--- config.mk ---
export PLATFORM = sky130hd
export DESIGN_NAME = icache_coherence
export DESIGN_NICKNAME = d
export VERILOG_FILES = /design/src/coherence_pkg.sv /design/src/icache_coherence.sv /design/src/bus_issue_slot.sv /design/src/coherence_ctrl.sv /design/src/line_state_table.sv
export VERILOG_INCLUDE_DIRS = /design/src
export SDC_FILE = /design/constraint.sdc
export NUM_CORES = 2
export LEC_CHECK = 0
export BUFFER_PORTS_ARGS = -buffer_cell sky130_fd_sc_hd__buf_2
export CAP_MARGIN = 0
export CORE_AREA = 2 2 476 478
export DETAILED_ROUTE_END_ITERATION = 12
export DIE_AREA = 0 0 478 480
export PLACE_DENSITY = 0.34
export SYNTH_ARGS = -nofsm -noshare
export SYNTH_HDL_FRONTEND = slang
export SYNTH_HIERARCHICAL = 1
export SYNTH_SLANG_ARGS = --single-unit
--- constraint.sdc ---
create_clock -name clk -period 25.2 [get_ports clk]
set_input_delay 1.26 -clock clk [delete_from_list [all_inputs] [get_ports clk]]
set_output_delay 1.26 -clock clk [all_outputs]
set_load 0.1 [all_outputs]
--- src/coherence_settings.svh ---
`ifndef COHERENCE_SETTINGS_SVH
`define COHERENCE_SETTINGS_SVH

// Physical address width
`define COH_ADDR_BITS 32

// Line geometry
`define COH_LINE_BYTES 32
`define COH_LINE_BITS 256

// Cache organization
`define COH_WAYS 4
`define COH_SETS 16

// Derived field widths
`define COH_OFFSET_BITS $clog2(`COH_LINE_BYTES)
`define COH_INDEX_BITS $clog2(`COH_SETS)
`define COH_WAY_BITS $clog2(`COH_WAYS)

// Node numbering on the bus
// Caches are 0 to COH_NUM_NODES-1 and memory answers as COH_NUM_NODES
`define COH_NODE_BITS 2
`define COH_NUM_NODES 3

`endif
--- src/coherence_pkg.sv ---
`default_nettype none
`include "coherence_settings.svh"

package coherence_pkg;

  // Stable and transient line states of the read-only protocol
  typedef enum logic [3:0] {
    I,
    ISAD,
    ISD,
    S,
    E,
    SRD,
    IRD,
    EIA,
    IIA,
    IIARD
  } line_state_t;

  // Request bus transactions
  typedef enum logic [1:0] {
    NONE,
    GETS,
    GETM,
    PUTM
  } bus_tx_t;

  // Response bus message kinds
  typedef enum logic [1:0] {
    DATA,
    EXCLUSIVE,
    NODATA,
    NODATAE
  } mem_msg_t;

  typedef logic [`COH_ADDR_BITS-1:0]  addr_t;
  typedef logic [`COH_LINE_BITS-1:0]  line_t;
  typedef logic [`COH_NODE_BITS-1:0]  node_t;
  typedef logic [`COH_WAY_BITS-1:0]   way_idx_t;
  typedef logic [`COH_INDEX_BITS-1:0] set_idx_t;
  typedef logic [`COH_WAYS-1:0]       way_vec_t;

  // One state per way at a single set index
  typedef line_state_t [`COH_WAYS-1:0] way_states_t;

  typedef struct packed {
    logic    valid;
    node_t   source;
    addr_t   addr;
    bus_tx_t bus_tx;
  } req_msg_t;

  typedef struct packed {
    logic     valid;
    node_t    source;
    way_idx_t way;
    node_t    destination;
    logic     memory_flag;
    addr_t    addr;
    line_t    data;
    mem_msg_t mem_msg;
  } resp_msg_t;

endpackage

`default_nettype wire

--- src/icache_coherence.sv ---
`timescale 1ns/100ps
`default_nettype none

module icache_coherence #(
  parameter int ID = 0
) (
  input  logic                     clk,
  input  logic                     rst,

  // CPU side
  input  coherence_pkg::addr_t     fetch_addr,
  input  logic                     miss_read,
  input  logic                     lookup,
  input  coherence_pkg::way_vec_t  hit_ways,
  input  coherence_pkg::way_vec_t  victim_ways,
  input  coherence_pkg::way_vec_t  snoop_hit_ways,
  input  coherence_pkg::line_t     bus_rdata,
  output logic                     hit_resp,
  output coherence_pkg::line_t     fill_data,
  output logic                     fill_valid,

  // Request bus
  input  coherence_pkg::req_msg_t  req_bus_msg,
  output coherence_pkg::req_msg_t  req_bus_tx,
  output logic                     req_bus_req,
  output logic                     req_bus_busy,

  // Response bus
  input  coherence_pkg::resp_msg_t resp_bus_msg,
  output coherence_pkg::resp_msg_t resp_bus_tx,
  output logic                     resp_bus_req
);

  coherence_pkg::set_idx_t    cpu_index;
  coherence_pkg::set_idx_t    req_index;
  coherence_pkg::set_idx_t    resp_index;
  coherence_pkg::set_idx_t    write_index;
  coherence_pkg::way_states_t cpu_state;
  coherence_pkg::way_states_t req_state;
  coherence_pkg::way_states_t resp_state;
  coherence_pkg::way_states_t next_state;
  coherence_pkg::way_vec_t    write_ways;
  logic                       req_load;
  coherence_pkg::req_msg_t    req_payload;
  logic                       resp_load;
  coherence_pkg::resp_msg_t   resp_payload;

  line_state_table i_table (
    .clk         (clk),
    .rst         (rst),
    .cpu_index   (cpu_index),
    .req_index   (req_index),
    .resp_index  (resp_index),
    .cpu_state   (cpu_state),
    .req_state   (req_state),
    .resp_state  (resp_state),
    .next_state  (next_state),
    .write_ways  (write_ways),
    .write_index (write_index)
  );

  coherence_ctrl #(
    .ID (ID)
  ) i_ctrl (
    .clk            (clk),
    .rst            (rst),
    .fetch_addr     (fetch_addr),
    .miss_read      (miss_read),
    .lookup         (lookup),
    .hit_ways       (hit_ways),
    .victim_ways    (victim_ways),
    .snoop_hit_ways (snoop_hit_ways),
    .bus_rdata      (bus_rdata),
    .req_bus_msg    (req_bus_msg),
    .resp_bus_msg   (resp_bus_msg),
    .cpu_index      (cpu_index),
    .req_index      (req_index),
    .resp_index     (resp_index),
    .cpu_state      (cpu_state),
    .req_state      (req_state),
    .resp_state     (resp_state),
    .next_state     (next_state),
    .write_ways     (write_ways),
    .write_index    (write_index),
    .hit_resp       (hit_resp),
    .fill_data      (fill_data),
    .fill_valid     (fill_valid),
    .req_bus_busy   (req_bus_busy),
    .req_load       (req_load),
    .req_payload    (req_payload),
    .resp_load      (resp_load),
    .resp_payload   (resp_payload)
  );

  // Each bus gets its own issue slot
  bus_issue_slot #(
    .payload_t (coherence_pkg::req_msg_t)
  ) req_slot (
    .clk      (clk),
    .rst      (rst),
    .load     (req_load),
    .payload  (req_payload),
    .observed (req_bus_msg),
    .req      (req_bus_req),
    .tx       (req_bus_tx)
  );

  bus_issue_slot #(
    .payload_t (coherence_pkg::resp_msg_t)
  ) resp_slot (
    .clk      (clk),
    .rst      (rst),
    .load     (resp_load),
    .payload  (resp_payload),
    .observed (resp_bus_msg),
    .req      (resp_bus_req),
    .tx       (resp_bus_tx)
  );

endmodule

`default_nettype wire

--- src/bus_issue_slot.sv ---
`timescale 1ns/100ps
`default_nettype none

module bus_issue_slot #(
  parameter type payload_t = logic [0:0]
) (
  input  logic     clk,
  input  logic     rst,
  input  logic     load,
  input  payload_t payload,
  input  payload_t observed,
  output logic     req,
  output payload_t tx
);

  logic echo;

  // Our message has won the bus once it shows up unchanged
  assign echo = req && (observed == tx);

  // A pending message stays frozen until its echo
  // A new load is taken when the slot is idle or is just freeing up
  always_ff @(posedge clk) begin
    if (rst) begin
      req <= 1'b0;
      tx  <= '0;
    end else if (load && (!req || echo)) begin
      req <= 1'b1;
      tx  <= payload;
    end else if (echo) begin
      req <= 1'b0;
      tx  <= '0;
    end
  end

endmodule

`default_nettype wire

--- src/coherence_ctrl.sv ---
`timescale 1ns/100ps
`default_nettype none
`include "coherence_settings.svh"

module coherence_ctrl #(
  parameter int ID = 0
) (
  input  logic                       clk,
  input  logic                       rst,
  input  coherence_pkg::addr_t       fetch_addr,
  input  logic                       miss_read,
  input  logic                       lookup,
  input  coherence_pkg::way_vec_t    hit_ways,
  input  coherence_pkg::way_vec_t    victim_ways,
  input  coherence_pkg::way_vec_t    snoop_hit_ways,
  input  coherence_pkg::line_t       bus_rdata,
  input  coherence_pkg::req_msg_t    req_bus_msg,
  input  coherence_pkg::resp_msg_t   resp_bus_msg,
  output coherence_pkg::set_idx_t    cpu_index,
  output coherence_pkg::set_idx_t    req_index,
  output coherence_pkg::set_idx_t    resp_index,
  input  coherence_pkg::way_states_t cpu_state,
  input  coherence_pkg::way_states_t req_state,
  input  coherence_pkg::way_states_t resp_state,
  output coherence_pkg::way_states_t next_state,
  output coherence_pkg::way_vec_t    write_ways,
  output coherence_pkg::set_idx_t    write_index,
  output logic                       hit_resp,
  output coherence_pkg::line_t       fill_data,
  output logic                       fill_valid,
  output logic                       req_bus_busy,
  output logic                       req_load,
  output coherence_pkg::req_msg_t    req_payload,
  output logic                       resp_load,
  output coherence_pkg::resp_msg_t   resp_payload
);

  localparam coherence_pkg::node_t OWN_NODE = coherence_pkg::node_t'(ID);
  localparam coherence_pkg::node_t MEM_NODE = coherence_pkg::node_t'(`COH_NUM_NODES);

  coherence_pkg::way_states_t ev_state;
  logic req_ev;
  logic resp_ev;
  logic cpu_ev;
  logic own_req;
  logic snoop_get;
  logic snoop_to_mem;
  logic own_echo;
  logic fill_ok;
  logic busy_next;
  logic fill_next;

  // Set index sits just above the line offset
  assign cpu_index  = fetch_addr[`COH_OFFSET_BITS +: `COH_INDEX_BITS];
  assign req_index  = req_bus_msg.addr[`COH_OFFSET_BITS +: `COH_INDEX_BITS];
  assign resp_index = resp_bus_msg.addr[`COH_OFFSET_BITS +: `COH_INDEX_BITS];

  // Request bus beats response bus, which beats the CPU
  assign req_ev  = req_bus_msg.valid;
  assign resp_ev = !req_bus_msg.valid && resp_bus_msg.valid;
  assign cpu_ev  = !req_bus_msg.valid && !resp_bus_msg.valid && lookup;

  assign own_req      = req_bus_msg.source == OWN_NODE;
  assign snoop_get    = !own_req && (req_bus_msg.bus_tx == coherence_pkg::GETS ||
                                     req_bus_msg.bus_tx == coherence_pkg::GETM);
  // Memory also takes the line when another cache only reads it
  assign snoop_to_mem = req_bus_msg.bus_tx == coherence_pkg::GETS;
  assign own_echo     = resp_bus_msg.source == OWN_NODE;
  assign fill_ok      = resp_bus_msg.destination == OWN_NODE &&
                        (resp_bus_msg.mem_msg == coherence_pkg::DATA ||
                         resp_bus_msg.mem_msg == coherence_pkg::EXCLUSIVE);

  function automatic coherence_pkg::resp_msg_t make_resp(
    input int                      way,
    input coherence_pkg::node_t    dest,
    input logic                    to_mem,
    input coherence_pkg::mem_msg_t msg
  );
    return '{valid: 1'b1, source: OWN_NODE, way: coherence_pkg::way_idx_t'(way),
             destination: dest, memory_flag: to_mem, addr: req_bus_msg.addr,
             data: bus_rdata, mem_msg: msg};
  endfunction

  always_comb begin
    busy_next    = req_bus_busy;
    fill_next    = 1'b0;
    req_load     = 1'b0;
    req_payload  = '0;
    resp_load    = 1'b0;
    resp_payload = '0;
    if (req_ev) begin
      ev_state    = req_state;
      write_index = req_index;
    end else if (resp_ev) begin
      ev_state    = resp_state;
      write_index = resp_index;
    end else begin
      ev_state    = cpu_state;
      write_index = cpu_index;
    end
    next_state = ev_state;

    for (int i = 0; i < `COH_WAYS; i++) begin
      if (req_ev) begin
        case (ev_state[i])
          coherence_pkg::ISAD: begin
            if (own_req && req_bus_msg.bus_tx == coherence_pkg::GETS && victim_ways[i]) begin
              next_state[i] = coherence_pkg::ISD;
              busy_next     = 1'b1;
            end
          end
          coherence_pkg::S: begin
            if (snoop_get && !snoop_to_mem && snoop_hit_ways[i]) begin
              next_state[i] = coherence_pkg::I;
            end
          end
          coherence_pkg::E: begin
            if (snoop_get && snoop_hit_ways[i]) begin
              next_state[i] = snoop_to_mem ? coherence_pkg::SRD : coherence_pkg::IRD;
              busy_next     = 1'b1;
              resp_load     = 1'b1;
              resp_payload  = make_resp(i, req_bus_msg.source, snoop_to_mem, coherence_pkg::DATA);
            end
          end
          coherence_pkg::EIA: begin
            if (own_req && req_bus_msg.bus_tx == coherence_pkg::PUTM && victim_ways[i]) begin
              next_state[i] = coherence_pkg::I;
              resp_load     = 1'b1;
              resp_payload  = make_resp(i, MEM_NODE, 1'b1, coherence_pkg::NODATAE);
            end else if (snoop_get && snoop_hit_ways[i]) begin
              next_state[i] = coherence_pkg::IIARD;
              busy_next     = 1'b1;
              resp_load     = 1'b1;
              resp_payload  = make_resp(i, req_bus_msg.source, snoop_to_mem, coherence_pkg::DATA);
            end
          end
          coherence_pkg::IIA: begin
            // Data already went out, memory only needs the release
            if (own_req && req_bus_msg.bus_tx == coherence_pkg::PUTM && victim_ways[i]) begin
              next_state[i] = coherence_pkg::I;
              resp_load     = 1'b1;
              resp_payload  = make_resp(i, MEM_NODE, 1'b1, coherence_pkg::NODATA);
            end
          end
          default: begin
          end
        endcase
      end else if (resp_ev) begin
        case (ev_state[i])
          coherence_pkg::ISD: begin
            if (fill_ok && victim_ways[i]) begin
              next_state[i] = resp_bus_msg.mem_msg == coherence_pkg::EXCLUSIVE ?
                              coherence_pkg::E : coherence_pkg::S;
              fill_next     = 1'b1;
              busy_next     = 1'b0;
            end
          end
          coherence_pkg::SRD: begin
            if (own_echo && resp_bus_msg.way == coherence_pkg::way_idx_t'(i)) begin
              next_state[i] = coherence_pkg::S;
              busy_next     = 1'b0;
            end
          end
          coherence_pkg::IRD: begin
            if (own_echo && resp_bus_msg.way == coherence_pkg::way_idx_t'(i)) begin
              next_state[i] = coherence_pkg::I;
              busy_next     = 1'b0;
            end
          end
          coherence_pkg::IIARD: begin
            if (own_echo && resp_bus_msg.way == coherence_pkg::way_idx_t'(i)) begin
              next_state[i] = coherence_pkg::IIA;
              busy_next     = 1'b0;
            end
          end
          default: begin
          end
        endcase
      end else if (cpu_ev && miss_read && victim_ways[i]) begin
        case (ev_state[i])
          coherence_pkg::I: begin
            next_state[i] = coherence_pkg::ISAD;
            req_load      = 1'b1;
            req_payload   = '{valid: 1'b1, source: OWN_NODE, addr: fetch_addr,
                              bus_tx: coherence_pkg::GETS};
          end
          coherence_pkg::S: begin
            next_state[i] = coherence_pkg::I;
          end
          coherence_pkg::E: begin
            next_state[i] = coherence_pkg::EIA;
            req_load      = 1'b1;
            req_payload   = '{valid: 1'b1, source: OWN_NODE, addr: fetch_addr,
                              bus_tx: coherence_pkg::PUTM};
          end
          default: begin
          end
        endcase
      end
    end

    // Only ways whose state moves get written back
    for (int i = 0; i < `COH_WAYS; i++) begin
      write_ways[i] = next_state[i] != ev_state[i];
    end
  end

  // Readable states answer a fetch in the same cycle
  always_comb begin
    hit_resp = 1'b0;
    for (int i = 0; i < `COH_WAYS; i++) begin
      if (lookup && hit_ways[i] &&
          cpu_state[i] inside {coherence_pkg::S, coherence_pkg::E, coherence_pkg::EIA}) begin
        hit_resp = 1'b1;
      end
    end
  end

  always_ff @(posedge clk) begin
    if (rst) begin
      req_bus_busy <= 1'b0;
      fill_valid   <= 1'b0;
    end else begin
      req_bus_busy <= busy_next;
      fill_valid   <= fill_next;
    end
  end

  always_ff @(posedge clk) begin
    if (fill_next) begin
      fill_data <= resp_bus_msg.data;
    end
  end

endmodule

`default_nettype wire

--- src/line_state_table.sv ---
`timescale 1ns/100ps
`default_nettype none
`include "coherence_settings.svh"

module line_state_table (
  input  logic                       clk,
  input  logic                       rst,
  input  coherence_pkg::set_idx_t    cpu_index,
  input  coherence_pkg::set_idx_t    req_index,
  input  coherence_pkg::set_idx_t    resp_index,
  output coherence_pkg::way_states_t cpu_state,
  output coherence_pkg::way_states_t req_state,
  output coherence_pkg::way_states_t resp_state,
  input  coherence_pkg::way_states_t next_state,
  input  coherence_pkg::way_vec_t    write_ways,
  input  coherence_pkg::set_idx_t    write_index
);

  coherence_pkg::line_state_t state_mem [`COH_WAYS][`COH_SETS];

  // Every line starts invalid
  always_ff @(posedge clk) begin
    if (rst) begin
      for (int w = 0; w < `COH_WAYS; w++) begin
        for (int s = 0; s < `COH_SETS; s++) begin
          state_mem[w][s] <= coherence_pkg::I;
        end
      end
    end else begin
      for (int w = 0; w < `COH_WAYS; w++) begin
        if (write_ways[w]) begin
          state_mem[w][write_index] <= next_state[w];
        end
      end
    end
  end

  // Three independent read ports, one per event source
  always_comb begin
    for (int w = 0; w < `COH_WAYS; w++) begin
      cpu_state[w]  = state_mem[w][cpu_index];
      req_state[w]  = state_mem[w][req_index];
      resp_state[w] = state_mem[w][resp_index];
    end
  end

endmodule

`default_nettype wire

==> flow_results.org <==
** Status
- Result of the run :: finished, violations left
- The final reports fail on max-capacitance violations.

** Worst setup path
- Number of buffer and inverter stages on the critical path :: 5
- Data on the critical path arrives at its endpoint at between 8 and 9 ns.
- Endpoint of the most critical register-to-register path :: resp_slot/tx[139]
- Number of logic stages on the critical path including buffering :: 18
- The setup check on the worst reg-to-reg path leaves a slack of about 19 ns.
- Depth of the most critical reg-to-reg path :: 15
- The most critical setup path has its endpoint at resp_slot/tx[139].
- The worst setup path is of the primary input to flop kind.
- Tracing the worst setup path back leads to its startpoint at fetch_addr[6].
- Grouping stages by cell kind, the critical path spends the most delay in buffers and inverters.
- Crit-path most repeated cell :: sky130_fd_sc_hd__buf_4
- Required time reported for the critical path endpoint :: 25.90 ns
- The worst setup path is captured at a flop.
- The slowest stage of the critical path belongs to the cell sky130_fd_sc_hd__buf_4.
- Critical R2R Launch :: i_table/state_mem[1][17]
- The signal on the critical path passes through buf_2, buf_4, buf_4, mux4_2, a22oi_1, nand2_1, mux2i_1, o21a_1, nor2_1, nor4_2, nor2_1, nand4_1, o31a_1, nand2b_1, o41ai_2, buf_12, buf_4, a22o_1.
- Worst path max stage delay :: around 0.84 ns
- Largest fanout on the critical path :: 130
- Worst Setup Start Kind :: primary input

** Clock network
- Clock-pin slew was measured on the worst setup and hold paths at approximately 0.050 ns.
- The clock drives between 800 and 900 sinks.
- Number of instances resized during post-cts repair :: 0
- Clock Latency Late Sink :: ~0.79 ns
- Number of H-tree levels :: 3
- Buffers inserted by post-CTS timing repair :: 0
- The tree is rooted in a sky130_fd_sc_hd__clkbuf_16.
- Buffers inserted during clock tree synthesis total roughly 110.
- Clock tree from TritonCTS :: done
- The clock passes through at most 3 buffers.
- # hold bufs at CTS :: 0

** Timing
- For the pin with the worst max-slew slack, the measured transition is 1.497 ns.
- Tcrit/Tclk final :: 0.2922
- Shortest period the worst path allows :: approximately 7.4 ns
- Setup violations remaining at the end of the flow were counted as 0.
- Setup repair after global routing left no endpoint under its margin.
- On the final layout, the worst clock skew is between 0.09 and 0.1 ns.
- Final Max Slew Viols :: 0
- The total count of hold-check failures in the final report is 0.
- Summed over all failing endpoints, the final setup total negative slack is 0 ns.
- Max Clk Rate :: 135.8 MHz
- Worst slew slack as a fraction of its limit :: 0.000005563

** Route
- After detailed routing, the met3 layer carries between 40 and 50 mm of wire.
- M1 wire length :: approximately 130 mm
- Routed wire per std cell :: between 40 and 50 µm
- After detailed routing, the number of vias per cell comes to ~4.9.
- Vias after detailed routing :: between 30k and 40k
- Post-route ant nets :: 0
- The first detailed-routing pass ran for 9 iterations.
- Final routed wirelength across all metal layers :: between 300 and 400 mm
- In this run, the number of DRC markers left after iteration 0 of detailed routing was 4,077.
- The highest layer touched by signal routing is met5.
- After detailed routing, the number of remaining DRC violations is 0.
- Wire segments on met2 add up to between 150 and 200 mm in the final route.

** Finish
- Core occupancy in the finished layout :: 0.2520
- Commonest cells after routing, fill and taps aside :: 1,230 x sky130_fd_sc_hd__buf_2, 462 x sky130_fd_sc_hd__dfxtp_1, 388 x sky130_fd_sc_hd__edfxtp_1, 299 x sky130_fd_sc_hd__a22o_1, 269 x sky130_fd_sc_hd__and2_1
- Synthesis-to-finish area growth :: 28.76%
- For this run, the post-layout net count is roughly 5.5k.
- Ratio of cells with drive above 1 in the final layout :: 0.3731
- Leading cell type in the layout, fill and taps excluded :: sky130_fd_sc_hd__buf_2

** Synth
- Average size of a mapped cell :: approximately 11 µm²
- Unique masters post-synth :: 95
- Count of synthesis-stage warnings from yosys :: 6
- The share of the Yosys chip area taken by registers is 0.4772.
- In the post-synthesis netlist, the biggest area contributors are sky130_fd_sc_hd__edfxtp_1 27%, sky130_fd_sc_hd__dfxtp_1 21%, sky130_fd_sc_hd__mux4_2 9.9%.
- The largest total area in the synthesized netlist belongs to sky130_fd_sc_hd__edfxtp_1.
- Share of async-settable or async-resettable flops after synthesis :: 0
- Yosys mapped a number of flops with a built-in enable equal to between 300 and 400.
- After synthesis the netlist holds a flip-flop and latch count of between 800 and 900.
- The cell count after synthesis came out at about 3.8k.
- Top cell type's share of synthesized area :: 0.2658
- Most instantiated flip-flop cell in the synthesis netlist :: sky130_fd_sc_hd__dfxtp_1
- Post-Synthesis Cell Area :: about 44,000 µm²

** Global route
- Global routing finished with a remaining overflow of 0.
- The first global-routing pass estimated about 420 mm of wire.
- Via count of the first global-routing pass :: approximately 38k
- Overall routing resource usage :: 0.2785
- Largest net degree at the start of global routing :: ~170
- The number of antenna violations at the first check in global routing is 156.

** Floorplanning
- In this run the vertical extent of the chip is 480 µm.
- Die boundary width :: about 480 µm
- The floorplan step defined a core boundary enclosing about 220,000 µm².
- The initial utilization of the core area, before any placement, comes to 0.1957.
- Die footprint :: roughly 230,000 µm²
- Number of top-level pins :: between 1k and 1.5k
- Placement row count :: ~170

** Placement
- Number of I/O port buffers :: about 1.2k
- The wire-length estimate of the detail-placed layout is about 270 mm.
- At the end of routability-driven placement, the weighted congestion stood at 0.9180.

** Min path
- Worst Hold Class :: flop to flop

** Power
- Dividing total power by cell area gives a power density of 64.53 nW/µm².
- LEAKAGE :: ~0.023 µW
- Across the VDD grid, the largest voltage drop is 0.05718 mV.

** Run
- The tool flagged a number of max-cap violations equal to 1.
[cell usage after synthesis, types with 13 or more instances]
cell and count:
sky130_fd_sc_hd__dfxtp_1 463, sky130_fd_sc_hd__edfxtp_1 388, sky130_fd_sc_hd__a22o_1 299, sky130_fd_sc_hd__and2_1 270, sky130_fd_sc_hd__xor2_1 263, sky130_fd_sc_hd__nand3_1 203, sky130_fd_sc_hd__mux4_2 192, sky130_fd_sc_hd__a21oi_1 189
sky130_fd_sc_hd__o21ai_0 144, sky130_fd_sc_hd__clkbuf_1 136, sky130_fd_sc_hd__nand2_1 117, sky130_fd_sc_hd__and2_4 100, sky130_fd_sc_hd__a22oi_1 99, sky130_fd_sc_hd__nor4_1 81, sky130_fd_sc_hd__buf_4 66, sky130_fd_sc_hd__nor2_1 64
sky130_fd_sc_hd__nor2b_1 61, sky130_fd_sc_hd__buf_6 54, sky130_fd_sc_hd__buf_2 52, sky130_fd_sc_hd__xnor2_1 52, sky130_fd_sc_hd__a31oi_1 48, sky130_fd_sc_hd__nand4_1 38, sky130_fd_sc_hd__inv_1 37, sky130_fd_sc_hd__nor3b_1 36
sky130_fd_sc_hd__nor3_1 29, sky130_fd_sc_hd__mux2i_1 21, sky130_fd_sc_hd__o21ai_1 21, sky130_fd_sc_hd__o22ai_1 20, sky130_fd_sc_hd__and3_1 19, sky130_fd_sc_hd__buf_1 17, sky130_fd_sc_hd__o21bai_1 17, sky130_fd_sc_hd__or2_2 16
sky130_fd_sc_hd__o21a_1 13
[state kept, by name (all words and copies together), names as in the netlist]
register,cells
resp_slot/tx,298
i_ctrl/fill_data,256
i_table/state_mem,256
req_slot/tx,37
i_ctrl/fill_valid,1
i_ctrl/req_bus_busy,1
req_slot/req,1
resp_slot/req,1
[kinds of logic after synthesis]
kind of cell / after synthesis / share of synthesized area
AND/OR/NAND/NOR: 1097 / 0.1509
XOR/XNOR: 315 / 0.06293
buffers and inverters: 373 / 0.04906
AO/OA/AOI/OAI: 949 / 0.1519
adder cells (fa/ha/maj): 2 / 0.0005707
multiplexers: 225 / 0.1073
other: 1 / 0.00008554
flip-flops: 851 / 0.4772
[per-layer routing]
layer | global-route usage | vias up
met5 | 0 | -
met4 | 0.06841 | 24
met3 | 0.1453 | 420
met2 | 0.4397 | 1986
met1 | 0.3318 | 20230
li1 | - | 16700
[worst min-delay path: stages, from the launching register on]
cell                      delay [ns]
sky130_fd_sc_hd__dfxtp_1        0.32
sky130_fd_sc_hd__o21ai_0        0.07
sky130_fd_sc_hd__a21oi_1        0.06
[power breakdown]
part	total, µW	leakage (µW)	internal (µW)	switching, µW
clock network	1670	0.00182	942	728
logic	479	0.0133	151	328
registers	1490	0.00739	1470	20.7
[final cells by class]
type	instances	area, µm²
flip-flops and latches	851	20920
repair buffers	1306	6817
multi-input cells	2592	20930
well taps	2992	3744
clock inverters	64	661.9
diodes	53	132.6
fillers	24000	167600
clock buffers	148	3100
inverters	38	142.6
[worst min-delay path by stage]
stage,slack (ns),startpoint,depth (start not counted),to
6_report,0.50,i_table/state_mem[3][46],2,i_table/state_mem[3][46]
5_1_grt,0.53,resp_slot/tx[154],1,resp_slot/tx[154]
4_1_cts,0.50,i_table/state_mem[3][62],2,i_table/state_mem[3][62]
3_5_place_dp,0.48,i_table/state_mem[3][62],2,i_table/state_mem[3][62]
3_3_place_gp,0.48,i_table/state_mem[3][62],2,i_table/state_mem[3][62]
2_1_floorplan,0.46,i_table/state_mem[3][48],2,i_table/state_mem[3][48]
[stage by stage]
step	std cells	setup slack (ns)	total power (µW)	hold WS [ns]	cell area (µm²)
after floorplan	3816	6.760	1779	0.4600	43850
after global placement	7779	17.21	2001	0.4787	52550
after global routing	8020	17.49	3751	0.5260	56390
after CTS	7991	17.97	3682	0.4970	56320
final	8044	17.84	3643	0.5043	56450
after detailed placement	7779	17.14	2000	0.4842	52550
(Power assumes the default switching activity.)
